### src/rtl/rv_decode_pkg.sv
`default_nettype none

package rv_decode_pkg;

   // Major opcode, instruction bits 6:2
   typedef enum logic [4:0] {
      OPC_LOAD   = 5'b00000,
      OPC_OP_IMM = 5'b00100,
      OPC_AUIPC  = 5'b00101,
      OPC_STORE  = 5'b01000,
      OPC_OP     = 5'b01100,
      OPC_LUI    = 5'b01101,
      OPC_BRANCH = 5'b11000,
      OPC_JALR   = 5'b11001,
      OPC_JAL    = 5'b11011,
      OPC_SYSTEM = 5'b11100
   } opcode_e;

   typedef enum logic [3:0] {
      ALU_ADD    = 4'd0,
      ALU_SUB    = 4'd1,
      ALU_SLL    = 4'd3,
      ALU_SLT    = 4'd4,
      ALU_SLTU   = 4'd5,
      ALU_XOR    = 4'd6,
      ALU_SRL    = 4'd7,
      ALU_SRA    = 4'd8,
      ALU_OR     = 4'd9,
      ALU_AND    = 4'd10,
      ALU_PASS_B = 4'd12
   } alu_op_e;

   // Same encoding as funct3 of the M extension
   typedef enum logic [2:0] {
      MDU_MUL    = 3'd0,
      MDU_MULH   = 3'd1,
      MDU_MULHSU = 3'd2,
      MDU_MULHU  = 3'd3,
      MDU_DIV    = 3'd4,
      MDU_DIVU   = 3'd5,
      MDU_REM    = 3'd6,
      MDU_REMU   = 3'd7
   } mdu_op_e;

   // Code 2 left free for a bit-manipulation unit
   typedef enum logic [1:0] {
      UNIT_ALU = 2'd0,
      UNIT_MDU = 2'd1,
      UNIT_CSR = 2'd3
   } unit_sel_e;

   typedef enum logic [1:0] {
      CSR_NONE  = 2'd0,
      CSR_WRITE = 2'd1,
      CSR_SET   = 2'd2,
      CSR_CLEAR = 2'd3
   } csr_op_e;

   typedef enum logic [1:0] {
      WB_EXEC     = 2'd0,
      WB_MEM      = 2'd1,
      WB_PC_PLUS4 = 2'd3
   } wb_sel_e;

   typedef enum logic [3:0] {
      EXC_NONE             = 4'd0,
      EXC_ILLEGAL          = 4'd2,
      EXC_BREAKPOINT       = 4'd3,
      EXC_LOAD_MISALIGNED  = 4'd4,
      EXC_STORE_MISALIGNED = 4'd6,
      EXC_ECALL_M          = 4'd11
   } exc_cause_e;

   typedef struct packed {
      logic [6:0] funct7;
      logic [4:0] rs2;
      logic [4:0] rs1;
      logic [2:0] funct3;
      logic [4:0] rd;
      opcode_e    opcode;
   } r_view_t;

   typedef struct packed {
      logic [11:0] funct12;
      logic [4:0]  rs1;
      logic [2:0]  funct3;
      logic [4:0]  rd;
      opcode_e     opcode;
   } i_view_t;

   // Instruction bits 31:2
   typedef union packed {
      r_view_t r_view;
      i_view_t i_view;
   } instr_u;

   typedef struct packed {
      logic       exc_valid;
      exc_cause_e exc_cause;
      logic       is_mret;
      unit_sel_e  unit_sel;
      logic       csr_en;
      csr_op_e    csr_op;
      logic       csr_src_imm;
      alu_op_e    alu_op;
      mdu_op_e    mdu_op;
      logic       rs2_negate;
      logic       reg_wr_en;
      wb_sel_e    wb_sel;
      logic       op1_pc;
      logic       op2_imm;
      logic       is_load;
      logic       is_store;
   } decode_ctrl_t;

   localparam decode_ctrl_t ILLEGAL_CTRL = '{
      exc_valid:   1'b1,
      exc_cause:   EXC_ILLEGAL,
      is_mret:     1'b0,
      unit_sel:    UNIT_ALU,
      csr_en:      1'b0,
      csr_op:      CSR_NONE,
      csr_src_imm: 1'b0,
      alu_op:      ALU_ADD,
      mdu_op:      MDU_MUL,
      rs2_negate:  1'b0,
      reg_wr_en:   1'b0,
      wb_sel:      WB_EXEC,
      op1_pc:      1'b0,
      op2_imm:     1'b0,
      is_load:     1'b0,
      is_store:    1'b0
   };

endpackage

`default_nettype wire

### src/rtl/base_int_decoder.sv
`timescale 1ns/1ps
`default_nettype none

module base_int_decoder
   import rv_decode_pkg::*;
(
   input  instr_u       instr_i,
   output logic         hit_o,
   output decode_ctrl_t ctrl_o
);

   localparam logic [6:0] F7_BASE = 7'b0000000;
   localparam logic [6:0] F7_ALT  = 7'b0100000;

   logic [2:0]   funct3;
   logic [6:0]   funct7;
   logic         hit;
   decode_ctrl_t ctrl;

   assign funct3 = instr_i.r_view.funct3;
   assign funct7 = instr_i.r_view.funct7;

   // Shared by the register-immediate and register-register forms
   function automatic alu_op_e funct3_alu_op(input logic [2:0] f3);
      alu_op_e op;
      case (f3)
         3'd0:    op = ALU_ADD;
         3'd1:    op = ALU_SLL;
         3'd2:    op = ALU_SLT;
         3'd3:    op = ALU_SLTU;
         3'd4:    op = ALU_XOR;
         3'd5:    op = ALU_SRL;
         3'd6:    op = ALU_OR;
         default: op = ALU_AND;
      endcase
      return op;
   endfunction

   always_comb begin
      hit  = 1'b0;
      ctrl = '0;
      case (instr_i.r_view.opcode)
         OPC_LOAD: begin
            hit            = funct3 inside {3'd0, 3'd1, 3'd2, 3'd4, 3'd5};
            ctrl.exc_cause = EXC_LOAD_MISALIGNED;
            ctrl.alu_op    = ALU_ADD;
            ctrl.wb_sel    = WB_MEM;
            ctrl.op2_imm   = 1'b1;
            ctrl.is_load   = 1'b1;
            ctrl.reg_wr_en = 1'b1;
         end
         OPC_STORE: begin
            hit            = funct3 inside {3'd0, 3'd1, 3'd2};
            ctrl.exc_cause = EXC_STORE_MISALIGNED;
            ctrl.op2_imm   = 1'b1;
            ctrl.is_store  = 1'b1;
         end
         OPC_BRANCH: begin
            // Target computed as pc + imm
            hit          = !(funct3 inside {3'd2, 3'd3});
            ctrl.op1_pc  = 1'b1;
            ctrl.op2_imm = 1'b1;
            ctrl.alu_op  = ALU_ADD;
         end
         OPC_LUI: begin
            hit            = 1'b1;
            ctrl.alu_op    = ALU_PASS_B;
            ctrl.op2_imm   = 1'b1;
            ctrl.reg_wr_en = 1'b1;
         end
         OPC_AUIPC: begin
            hit            = 1'b1;
            ctrl.op1_pc    = 1'b1;
            ctrl.op2_imm   = 1'b1;
            ctrl.reg_wr_en = 1'b1;
         end
         OPC_JAL: begin
            hit            = 1'b1;
            ctrl.op1_pc    = 1'b1;
            ctrl.op2_imm   = 1'b1;
            ctrl.wb_sel    = WB_PC_PLUS4;
            ctrl.reg_wr_en = 1'b1;
         end
         OPC_JALR: begin
            hit            = (funct3 == 3'd0);
            ctrl.op2_imm   = 1'b1;
            ctrl.wb_sel    = WB_PC_PLUS4;
            ctrl.reg_wr_en = 1'b1;
         end
         OPC_OP_IMM: begin
            ctrl.op2_imm   = 1'b1;
            ctrl.reg_wr_en = 1'b1;
            ctrl.alu_op    = funct3_alu_op(funct3);
            case (funct3)
               3'd1: hit = (funct7 == F7_BASE);
               3'd5: begin
                  // Upper immediate bits pick logical or arithmetic shift
                  hit = (funct7 == F7_BASE) || (funct7 == F7_ALT);
                  if (funct7 == F7_ALT) begin
                     ctrl.alu_op = ALU_SRA;
                  end
               end
               default: hit = 1'b1;
            endcase
         end
         OPC_OP: begin
            ctrl.reg_wr_en = 1'b1;
            if (funct7 == F7_BASE) begin
               hit         = 1'b1;
               ctrl.alu_op = funct3_alu_op(funct3);
            end else if (funct7 == F7_ALT) begin
               if (funct3 == 3'd0) begin
                  hit             = 1'b1;
                  ctrl.alu_op     = ALU_SUB;
                  ctrl.rs2_negate = 1'b1;
               end else if (funct3 == 3'd5) begin
                  hit         = 1'b1;
                  ctrl.alu_op = ALU_SRA;
               end
            end
         end
         default: hit = 1'b0;
      endcase
   end

   assign hit_o  = hit;
   assign ctrl_o = hit ? ctrl : '0;

endmodule

`default_nettype wire

### src/rtl/mul_div_decoder.sv
`timescale 1ns/1ps
`default_nettype none

module mul_div_decoder
   import rv_decode_pkg::*;
(
   input  instr_u       instr_i,
   input  logic         m_en_i,
   output logic         hit_o,
   output decode_ctrl_t ctrl_o
);

   localparam logic [6:0] F7_MULDIV = 7'b0000001;

   logic hit;

   assign hit = m_en_i &&
                (instr_i.r_view.opcode == OPC_OP) &&
                (instr_i.r_view.funct7 == F7_MULDIV);

   always_comb begin
      ctrl_o = '0;
      if (hit) begin
         ctrl_o.unit_sel  = UNIT_MDU;
         // funct3 already is the MDU operation code
         ctrl_o.mdu_op    = mdu_op_e'(instr_i.r_view.funct3);
         ctrl_o.reg_wr_en = 1'b1;
      end
   end

   assign hit_o = hit;

endmodule

`default_nettype wire

### src/rtl/system_decoder.sv
`timescale 1ns/1ps
`default_nettype none

module system_decoder
   import rv_decode_pkg::*;
(
   input  instr_u       instr_i,
   output logic         hit_o,
   output decode_ctrl_t ctrl_o
);

   localparam logic [11:0] F12_ECALL  = 12'h000;
   localparam logic [11:0] F12_EBREAK = 12'h001;
   localparam logic [11:0] F12_WFI    = 12'h105;
   localparam logic [11:0] F12_MRET   = 12'h302;

   logic [2:0] funct3;
   logic       priv_form;

   assign funct3 = instr_i.i_view.funct3;

   // Privileged forms need rd and rs1 both zero
   assign priv_form = (funct3 == 3'd0) &&
                      (instr_i.i_view.rd == 5'd0) &&
                      (instr_i.i_view.rs1 == 5'd0);

   always_comb begin
      hit_o  = 1'b0;
      ctrl_o = '0;
      if (instr_i.i_view.opcode == OPC_SYSTEM) begin
         if (funct3[1:0] != 2'b00) begin
            // CSRRW/S/C and their immediate variants
            hit_o              = 1'b1;
            ctrl_o.unit_sel    = UNIT_CSR;
            ctrl_o.csr_en      = 1'b1;
            ctrl_o.reg_wr_en   = 1'b1;
            ctrl_o.csr_op      = csr_op_e'(funct3[1:0]);
            ctrl_o.csr_src_imm = funct3[2];
         end else if (priv_form) begin
            case (instr_i.i_view.funct12)
               F12_ECALL: begin
                  hit_o            = 1'b1;
                  ctrl_o.exc_valid = 1'b1;
                  ctrl_o.exc_cause = EXC_ECALL_M;
               end
               F12_EBREAK: begin
                  hit_o            = 1'b1;
                  ctrl_o.exc_valid = 1'b1;
                  ctrl_o.exc_cause = EXC_BREAKPOINT;
               end
               F12_MRET: begin
                  hit_o          = 1'b1;
                  ctrl_o.is_mret = 1'b1;
               end
               // Treated as a nop
               F12_WFI: hit_o = 1'b1;
               default: hit_o = 1'b0;
            endcase
         end
      end
   end

endmodule

`default_nettype wire

### src/rtl/decode_output_stage.sv
`timescale 1ns/1ps
`default_nettype none

module decode_output_stage
   import rv_decode_pkg::*;
(
   input  logic         clk_i,
   input  logic         rst_n_i,
   input  logic         valid_i,
   input  logic         base_hit_i,
   input  logic         mdu_hit_i,
   input  logic         sys_hit_i,
   input  decode_ctrl_t base_ctrl_i,
   input  decode_ctrl_t mdu_ctrl_i,
   input  decode_ctrl_t sys_ctrl_i,
   output logic         ctrl_valid_o,
   output decode_ctrl_t ctrl_o
);

   decode_ctrl_t ctrl_next;

   // Opcode spaces are disjoint so at most one hit is set
   always_comb begin
      if (base_hit_i) begin
         ctrl_next = base_ctrl_i;
      end else if (mdu_hit_i) begin
         ctrl_next = mdu_ctrl_i;
      end else if (sys_hit_i) begin
         ctrl_next = sys_ctrl_i;
      end else begin
         ctrl_next = ILLEGAL_CTRL;
      end
   end

   always_ff @(posedge clk_i or negedge rst_n_i) begin
      if (!rst_n_i) begin
         ctrl_valid_o <= 1'b0;
         ctrl_o       <= '0;
      end else begin
         ctrl_valid_o <= valid_i;
         if (valid_i) begin
            ctrl_o <= ctrl_next;
         end
      end
   end

endmodule

`default_nettype wire

### src/rtl/instr_decoder_top.sv
`timescale 1ns/1ps
`default_nettype none

module instr_decoder_top
   import rv_decode_pkg::*;
(
   input  logic         clk_i,
   input  logic         rst_n_i,
   input  logic         instr_valid_i,
   input  instr_u       instr_i,
   input  logic         is_m_supported_i,
   output logic         ctrl_valid_o,
   output decode_ctrl_t ctrl_o
);

   logic         base_hit;
   logic         mdu_hit;
   logic         sys_hit;
   decode_ctrl_t base_ctrl;
   decode_ctrl_t mdu_ctrl;
   decode_ctrl_t sys_ctrl;

   base_int_decoder base_int_decoder_inst (
      .instr_i (instr_i),
      .hit_o   (base_hit),
      .ctrl_o  (base_ctrl)
   );

   mul_div_decoder mul_div_decoder_inst (
      .instr_i (instr_i),
      .m_en_i  (is_m_supported_i),
      .hit_o   (mdu_hit),
      .ctrl_o  (mdu_ctrl)
   );

   system_decoder system_decoder_inst (
      .instr_i (instr_i),
      .hit_o   (sys_hit),
      .ctrl_o  (sys_ctrl)
   );

   decode_output_stage decode_output_stage_inst (
      .clk_i        (clk_i),
      .rst_n_i      (rst_n_i),
      .valid_i      (instr_valid_i),
      .base_hit_i   (base_hit),
      .mdu_hit_i    (mdu_hit),
      .sys_hit_i    (sys_hit),
      .base_ctrl_i  (base_ctrl),
      .mdu_ctrl_i   (mdu_ctrl),
      .sys_ctrl_i   (sys_ctrl),
      .ctrl_valid_o (ctrl_valid_o),
      .ctrl_o       (ctrl_o)
   );

endmodule

`default_nettype wire

### config.mk
export PLATFORM = sky130hd
export DESIGN_NAME = instr_decoder_top
export DESIGN_NICKNAME = d
export VERILOG_FILES = /design/src/rtl/rv_decode_pkg.sv /design/src/rtl/base_int_decoder.sv /design/src/rtl/mul_div_decoder.sv /design/src/rtl/system_decoder.sv /design/src/rtl/decode_output_stage.sv /design/src/rtl/instr_decoder_top.sv
export SDC_FILE = /design/constraint.sdc
export NUM_CORES = 1
export LEC_CHECK = 0
export ABC_CLOCK_PERIOD_IN_PS = 900
export BUFFER_PORTS_ARGS = -buffer_cell sky130_fd_sc_hd__buf_2
export CAP_MARGIN = 20
export CORE_MARGIN = 4
export CORE_UTILIZATION = 45
export CTS_CLUSTER_SIZE = 20
export DETAILED_ROUTE_END_ITERATION = 6
export PLACE_DENSITY_LB_ADDON = 0.3
export SLEW_MARGIN = 20
export SYNTH_ARGS = -nofsm -noshare
export SYNTH_HDL_FRONTEND = slang
export SYNTH_SLANG_ARGS = --single-unit
### constraint.sdc
create_clock -name clk_i -period 0.9 [get_ports clk_i]
set_clock_uncertainty 0.1 [all_clocks]
set_input_delay 0.09 -clock clk_i [delete_from_list [all_inputs] [get_ports clk_i]]
set_output_delay 0.09 -clock clk_i [all_outputs]
set_load 0.005 [all_outputs]
==> impl_results.md, run 1 <==
* Synth warn at 0
* Reg-to-Reg End: decode_output_stage_inst.ctrl_o[11]$_DFFE_PN0P_
* Die Height at 68.8 µm
* Clk buf depth at 2
* Largest net degree at the start of global routing at 17
* Max-slew violations at 0
* Setup slack at placement at -0.961 ns
* Via count at 1898
* GR Layer Usage met2 at 43.6%
* Syn Area/Cell at 9.80 µm²
* Met3 usage at 3.40%
* Dpl hpwl at 3800 µm
* Via density at 5.45
* R2R Setup Slk at -0.08 ns
* Clk slew on worst S/H paths at 0.09 ns
* CTS Sinks at 27
* RePlAce Congestion at 0.867
* First-pass GRT wire length at 8430 µm
* DR pass1 iterations at 4
* P per Cell Area at 940 nW/µm²
* Fin Setup TNS at -14.65 ns
* CP arrival at 1.61 ns
* Unique masters post-synth at 51
* Die area at 4740 µm²
* Max Fclk at 650 MHz
* Final setup viols at 54
* Post-route clock period utilization at 171%
* Top cell type's share of synthesized area at 40.6%
* Cells after Synth at 170
* Min cycle time layout at 1.54 ns
* Worst EP required at 0.97 ns
* Kind of start point of the critical path: input pin
* CP cell instances: buf_6 -> or4_4 -> nor3_1 -> a31oi_1 -> o21a_1 -> a21oi_1 -> o2bb2ai_2
* Busiest grt layer: met2
* Status: finished with violations
* Layout area overhead at 66.1%
* Largest stage delay, worst path at 0.57 ns
* Worst Setup End Kind: register
* Worst ir drop on vdd at 0.594 mV
* Final Hold Viols at 0
* # port buffers at 61
* CTS tree: yes
* RSZ-0062 raised after global routing: true
* Post-synth EDFFs at 0
* Reg2reg path depth at 3
* Tightest Hold Check Type: in -> reg
* Worst path buffer plus inverter count at 1
* Ports at 62
* Hold depth at 2
* Cts bufs inserted at 3
* Worst path slowest cell: or4_4
* Clock latency on the worst-skew pair at 0.27 ns
* Leading area contributor after synthesis: dfrtp_1
* DR iter-0 viols at 100
* Grt total ovfl at 0
* Rel. slew slack at 76.8%
* Worst-margin pin slew at 0.347 ns
* Family with the most delay on the worst path: simple AND/OR/NAND/NOR gates
* P_leak at 1.43 nW
* # Max-Cap Violations at 0
* Final ANT Viol Nets at 0
* Worst r2r src: decode_output_stage_inst.ctrl_o[11]$_DFFE_PN0P_
* Vias in the first global route at 1836
* Core Region at 3440 µm²
* Drt wl/cell at 15.3 µm
* Count leader, synth: dfrtp_1
* Syn Std Cell Area at 1670 µm²
* Most used DFF post-synth: dfrtp_1
* Crit Path Max Fanout at 4
* Mapped Nets at 208
* FP Rows at 21
* GRT Resource Usage Total at 23.8%
* Clock root buffer: clkbuf_8
* Initial Util at 48.4%
* N_diodes at 0
* Failing checks: negative setup slack
* Synth top area cells: dfrtp_1 (41%), o2bb2ai_1 (5.3%), nand2_1 (3.2%)
* Initial antenna violation count at 0
* Fillers at 218
* DRC at 0
* Total Nets Final at 341
* Commonest cells post-synth: dfrtp_1 (27), nand2_1 (14), nor2_1 (12), inv_1 (10), o2bb2ai_1 (10)
* Htree depth at 1
* Share of cells above drive strength 1 at 55.3%
* Hold endpoint: decode_output_stage_inst.ctrl_valid_o$_DFF_PN0_
* Hold Path Origin: instr_valid_i
* GR Util met1 at 29.5%
* Sequential element share of the synthesized area at 40.6%
* FFs w/ async S/R, synth at 100%
* Setup CP Type: in -> reg
* DRT Wirelength at 5320 µm
* Final worst slack at -0.638 ns
* Synthesis-stage register bit count at 27
* Width of the die at 68.8 µm
how the worst max path moves through the flow:
stage                            from                                              end  depth (start not counted)
after floorplan            instr_i[0]   decode_output_stage_inst.ctrl_o[6]$_DFFE_PN0P_                          8
after global placement     instr_i[4]  decode_output_stage_inst.ctrl_o[10]$_DFFE_PN0P_                          7
after detailed placement   instr_i[4]   decode_output_stage_inst.ctrl_o[6]$_DFFE_PN0P_                          7
after CTS                 instr_i[23]   decode_output_stage_inst.ctrl_o[8]$_DFFE_PN0P_                          7
after global routing      instr_i[23]  decode_output_stage_inst.ctrl_o[11]$_DFFE_PN0P_                          7
final                     instr_i[23]  decode_output_stage_inst.ctrl_o[11]$_DFFE_PN0P_                          7
layout by cell type, fill, tap and decap left out, drive strengths merged, types with 2 or more instances in the layout:
cell / count
nand2: 14
dlygate4sd3: 2
ha: 4
inv: 10
nand4: 5
mux2i: 3
a32oi: 2
o31ai: 2
nor3: 3
o2bb2ai: 10
xnor2: 2
and4: 2
o21ai: 8
clkbuf: 4
dfrtp: 27
nor4: 7
and4b: 2
nand3: 4
a32o: 2
nor4b: 2
nor3b: 2
nor2: 13
and3: 3
a21oi: 4
buf: 139
a22o: 6
o221ai: 2
metrics by stage:
stage                     hold slack [ns]  instance area (µm²)  power (W)  util, %  std cells
after detailed placement           -0.114                 2380    0.00186     69.0        314
after global routing               0.0255                 2770    0.00273     80.4        348
after CTS                          0.0284                 2670    0.00258     77.7        341
after global placement             -0.115                 2380    0.00185     69.0        314
final                              0.0402                 2770    0.00260     80.4        348
after floorplan                    -0.306                 1710    0.00153        -        170
layer usage:
| metal | up-vias | wire [µm] |
|---|---|---|
| met5 | - | 0 |
| li1 | 913 | - |
| met2 | 67 | 2740 |
| met4 | 0 | 40 |
| met1 | 913 | 2250 |
| met3 | 5 | 294 |
layout make-up:
| type | count | area (µm²) | share of cell area, % |
|---|---|---|---|
| multi-input combinational | 119 | 973 | 35.2 |
| clock inverter | 1 | 5.00 | 0.181 |
| tap | 46 | 57.6 | 2.08 |
| sequential | 27 | 676 | 24.4 |
| clock buffer | 3 | 41.3 | 1.49 |
| inverter | 10 | 37.5 | 1.36 |
| timing repair buffer | 142 | 976 | 35.3 |
cell families (layout without fill, tap and decap cells):
kind of cell,after synthesis,in the layout,synth area share (%)
xor gates and xnor gates,2,2,1.05
AOI/OAI and AO/OA,47,47,23.5
adders and majority gates,4,4,3.01
and+or+nand+nor,62,62,23.1
buffers and inverters,24,156,6.31
muxes,4,4,2.48
DFF,27,27,40.6
report_power, final:
group          internal [W]  leakage, nW  switching (W)
Combinational      0.000340         1.03       0.000328
Clock              0.000310       0.0255       0.000376
Sequential          0.00124        0.369      0.0000122
Total               0.00189         1.43       0.000716
flip-flops by register name, indices dropped and copies added (netlist names):
signal                                 cells
decode_output_stage_inst.ctrl_o           26
decode_output_stage_inst.ctrl_valid_o      1
timing repair:
action                                 CTS  global route
setup endpoints to repair               54            54
pin swaps                               17            10
endpoints found under the hold margin   28             0
resized for setup                       18             8
setup buffers                           21             8
hold buffers                             2             0
worst reg2reg max path: stages, from the launching register on:
cell and delay [ns]:
dfrtp_1 0.41, buf_4 0.14, buf_4 0.12, o2bb2ai_2 0.11
(Power assumes the default switching activity.)
==> run 2, diff against run 1 <==
- CORE_UTILIZATION: 45 -> 35
- CTS_CLUSTER_SIZE: 20 -> default
==> run 2 against run 1 <==
Compared with the run above:
- the run ends with negative hold slack, negative setup slack left
- final area grew 2.8%
- maximum frequency grew 0.59%
- utilization shrank 17 points
- power grew 1.7%
- first-iteration DRC count shrank 22%
- non-clock buffer count is the same
- worst hold slack lost 0.043 ns
- critical path type unchanged
==> impl_results.md, run 2 (synthesis gave the netlist of run 1 again) <==
* Max-slew violations at 0
* Setup CP Type: in -> reg
* Vias in the first global route at 1869
* Largest net degree at the start of global routing at 28
* Initial Util at 37.2%
* Worst path slowest cell: or4_4
* Grt total ovfl at 0
* Initial antenna violation count at 0
* Final worst slack at -0.629 ns
* Via count at 1871
* CTS Sinks at 27
* Max Fclk at 654 MHz
* Core Region at 4470 µm²
* Most flop-heavy register: decode_output_stage_inst.ctrl_o
* N_diodes at 0
* Clock latency on the worst-skew pair at 0.27 ns
* Crit Path Max Fanout at 4
* WHS at -0.00323 ns
* # port buffers at 61
* GRT Resource Usage Total at 18.3%
* Fin Setup TNS at -14.45 ns
* Clk slew on worst S/H paths at 0.09 ns
* CP arrival at 1.60 ns
* Most frequent cells in the layout: buf_4 (71), buf_2 (57), dfrtp_1 (27)
* First-pass GRT wire length at 8900 µm
* Final Hold Viols at 1
* Worst path buffer plus inverter count at 1
* # Max-Cap Violations at 0
* Final setup viols at 54
* DR iter-0 viols at 78
* CTS tree: yes
* P_leak at 1.44 nW
* Top Registers: decode_output_stage_inst.ctrl_o (26), decode_output_stage_inst.ctrl_valid_o (1)
* Largest stage delay, worst path at 0.57 ns
* Final ANT Viol Nets at 0
* Ports at 62
* Share of cells above drive strength 1 at 57.3%
* Hold Buf Count CTS at 1
* DR pass1 iterations at 4
* Die Height at 77.0 µm
* FP Rows at 24
* Width of the die at 77.0 µm
* Total Nets Final at 341
* Via density at 5.29
* Tot Pwr at 0.00265 W
* DRT Wirelength at 5300 µm
* Final core utilization at 63.5%
* Family with the most delay on the worst path: simple AND/OR/NAND/NOR gates
* Min cycle time layout at 1.53 ns
* Clk buf depth at 2
* Post-route clock period utilization at 170%
* Die area at 5930 µm²
* Commonest non-fill, non-tap cell in the layout: buf_4
* Worst Setup End Kind: register
* Worst ir drop on vdd at 0.641 mV
* Status: finished with violations
* Failing checks: negative hold slack, negative setup slack
* Layout area overhead at 70.7%
* Dpl hpwl at 3890 µm
* RSZ-0062 raised after global routing: true
* Kind of start point of the critical path: input pin
* Cts bufs inserted at 3
* Tightest Hold Check Type: in -> reg
* Max FFs per register at 26
* CP cell instances: buf_6 -> or4_4 -> nor3_1 -> a31oi_1 -> o21a_1 -> a21oi_1 -> o2bb2ai_1
* Worst-margin pin slew at 0.416 ns
* Rel. slew slack at 72.1%
* Htree depth at 1
* Drt wl/cell at 15.0 µm
* Worst EP required at 0.97 ns
* P per Cell Area at 931 nW/µm²
* RePlAce Congestion at 0.798
* Clock root buffer: clkbuf_8
* DRC at 0
run 2: worst paths after layout:
path,from,cells past startpoint,slack [ns],end
worst max-delay path,instr_i[23],7,-0.63,decode_output_stage_inst.ctrl_o[11]$_DFFE_PN0P_
max in group asynchronous,rst_n_i,3,0.36,decode_output_stage_inst.ctrl_o[23]$_DFFE_PN0P_
worst max register to register,decode_output_stage_inst.ctrl_o[3]$_DFFE_PN0P_,3,-0.05,decode_output_stage_inst.ctrl_o[3]$_DFFE_PN0P_
worst min register to register,decode_output_stage_inst.ctrl_o[21]$_DFFE_PN0P_,2,0.39,decode_output_stage_inst.ctrl_o[21]$_DFFE_PN0P_
min in group asynchronous,rst_n_i,3,0.19,decode_output_stage_inst.ctrl_o[3]$_DFFE_PN0P_
worst min-delay path,instr_i[18],3,-0.003,decode_output_stage_inst.ctrl_o[25]$_DFFE_PN0P_
run 2: routing by layer:
layer | vias to the layer above | routed length (µm) | track usage [%]
li1 | 909 | - | -
met1 | 901 | 2320 | 23.2
met2 | 53 | 2630 | 31.5
met3 | 8 | 282 | 4.57
met4 | 0 | 68 | 4.27
met5 | - | 0 | 0
run 2: timing repair:
action,CTS,global route
setup buffers,22,6
gates resized for setup,32,10
endpoints found under the hold margin,28,1
cloned,0,0
setup endpoints to repair,54,54
pin swaps,13,6
run 2: layout make-up:
cell class	instances	area, µm²
repair buffers	142	992
clock buffers	4	45.0
fillers	396	1630
flip-flops and latches	27	676
multi-input cells	119	1030
inverters	10	37.5
well taps	52	65.1
run 2: power by group:
part           total (W)  internal (W)  switching [W]
Sequential       0.00125       0.00124      0.0000122
Combinational   0.000699      0.000358       0.000341
Clock           0.000699      0.000318       0.000381
Total            0.00265       0.00191       0.000735
run 2: per-stage QoR:
step	area [µm²]	setup WS (ns)	cells	hold WS, ns
after global routing	2840	-0.708	354	-0.00479
after global placement	2390	-0.961	321	-0.0542
after detailed placement	2390	-0.985	321	-0.0531
after floorplan	1710	-0.851	170	-0.306
after CTS	2740	-0.623	348	-0.00424
final	2840	-0.629	354	-0.00323
run 2: tightest hold or removal path: stages:
cell	delay (ns)
buf_2	0.10
buf_4	0.10
o2bb2ai_2	0.05
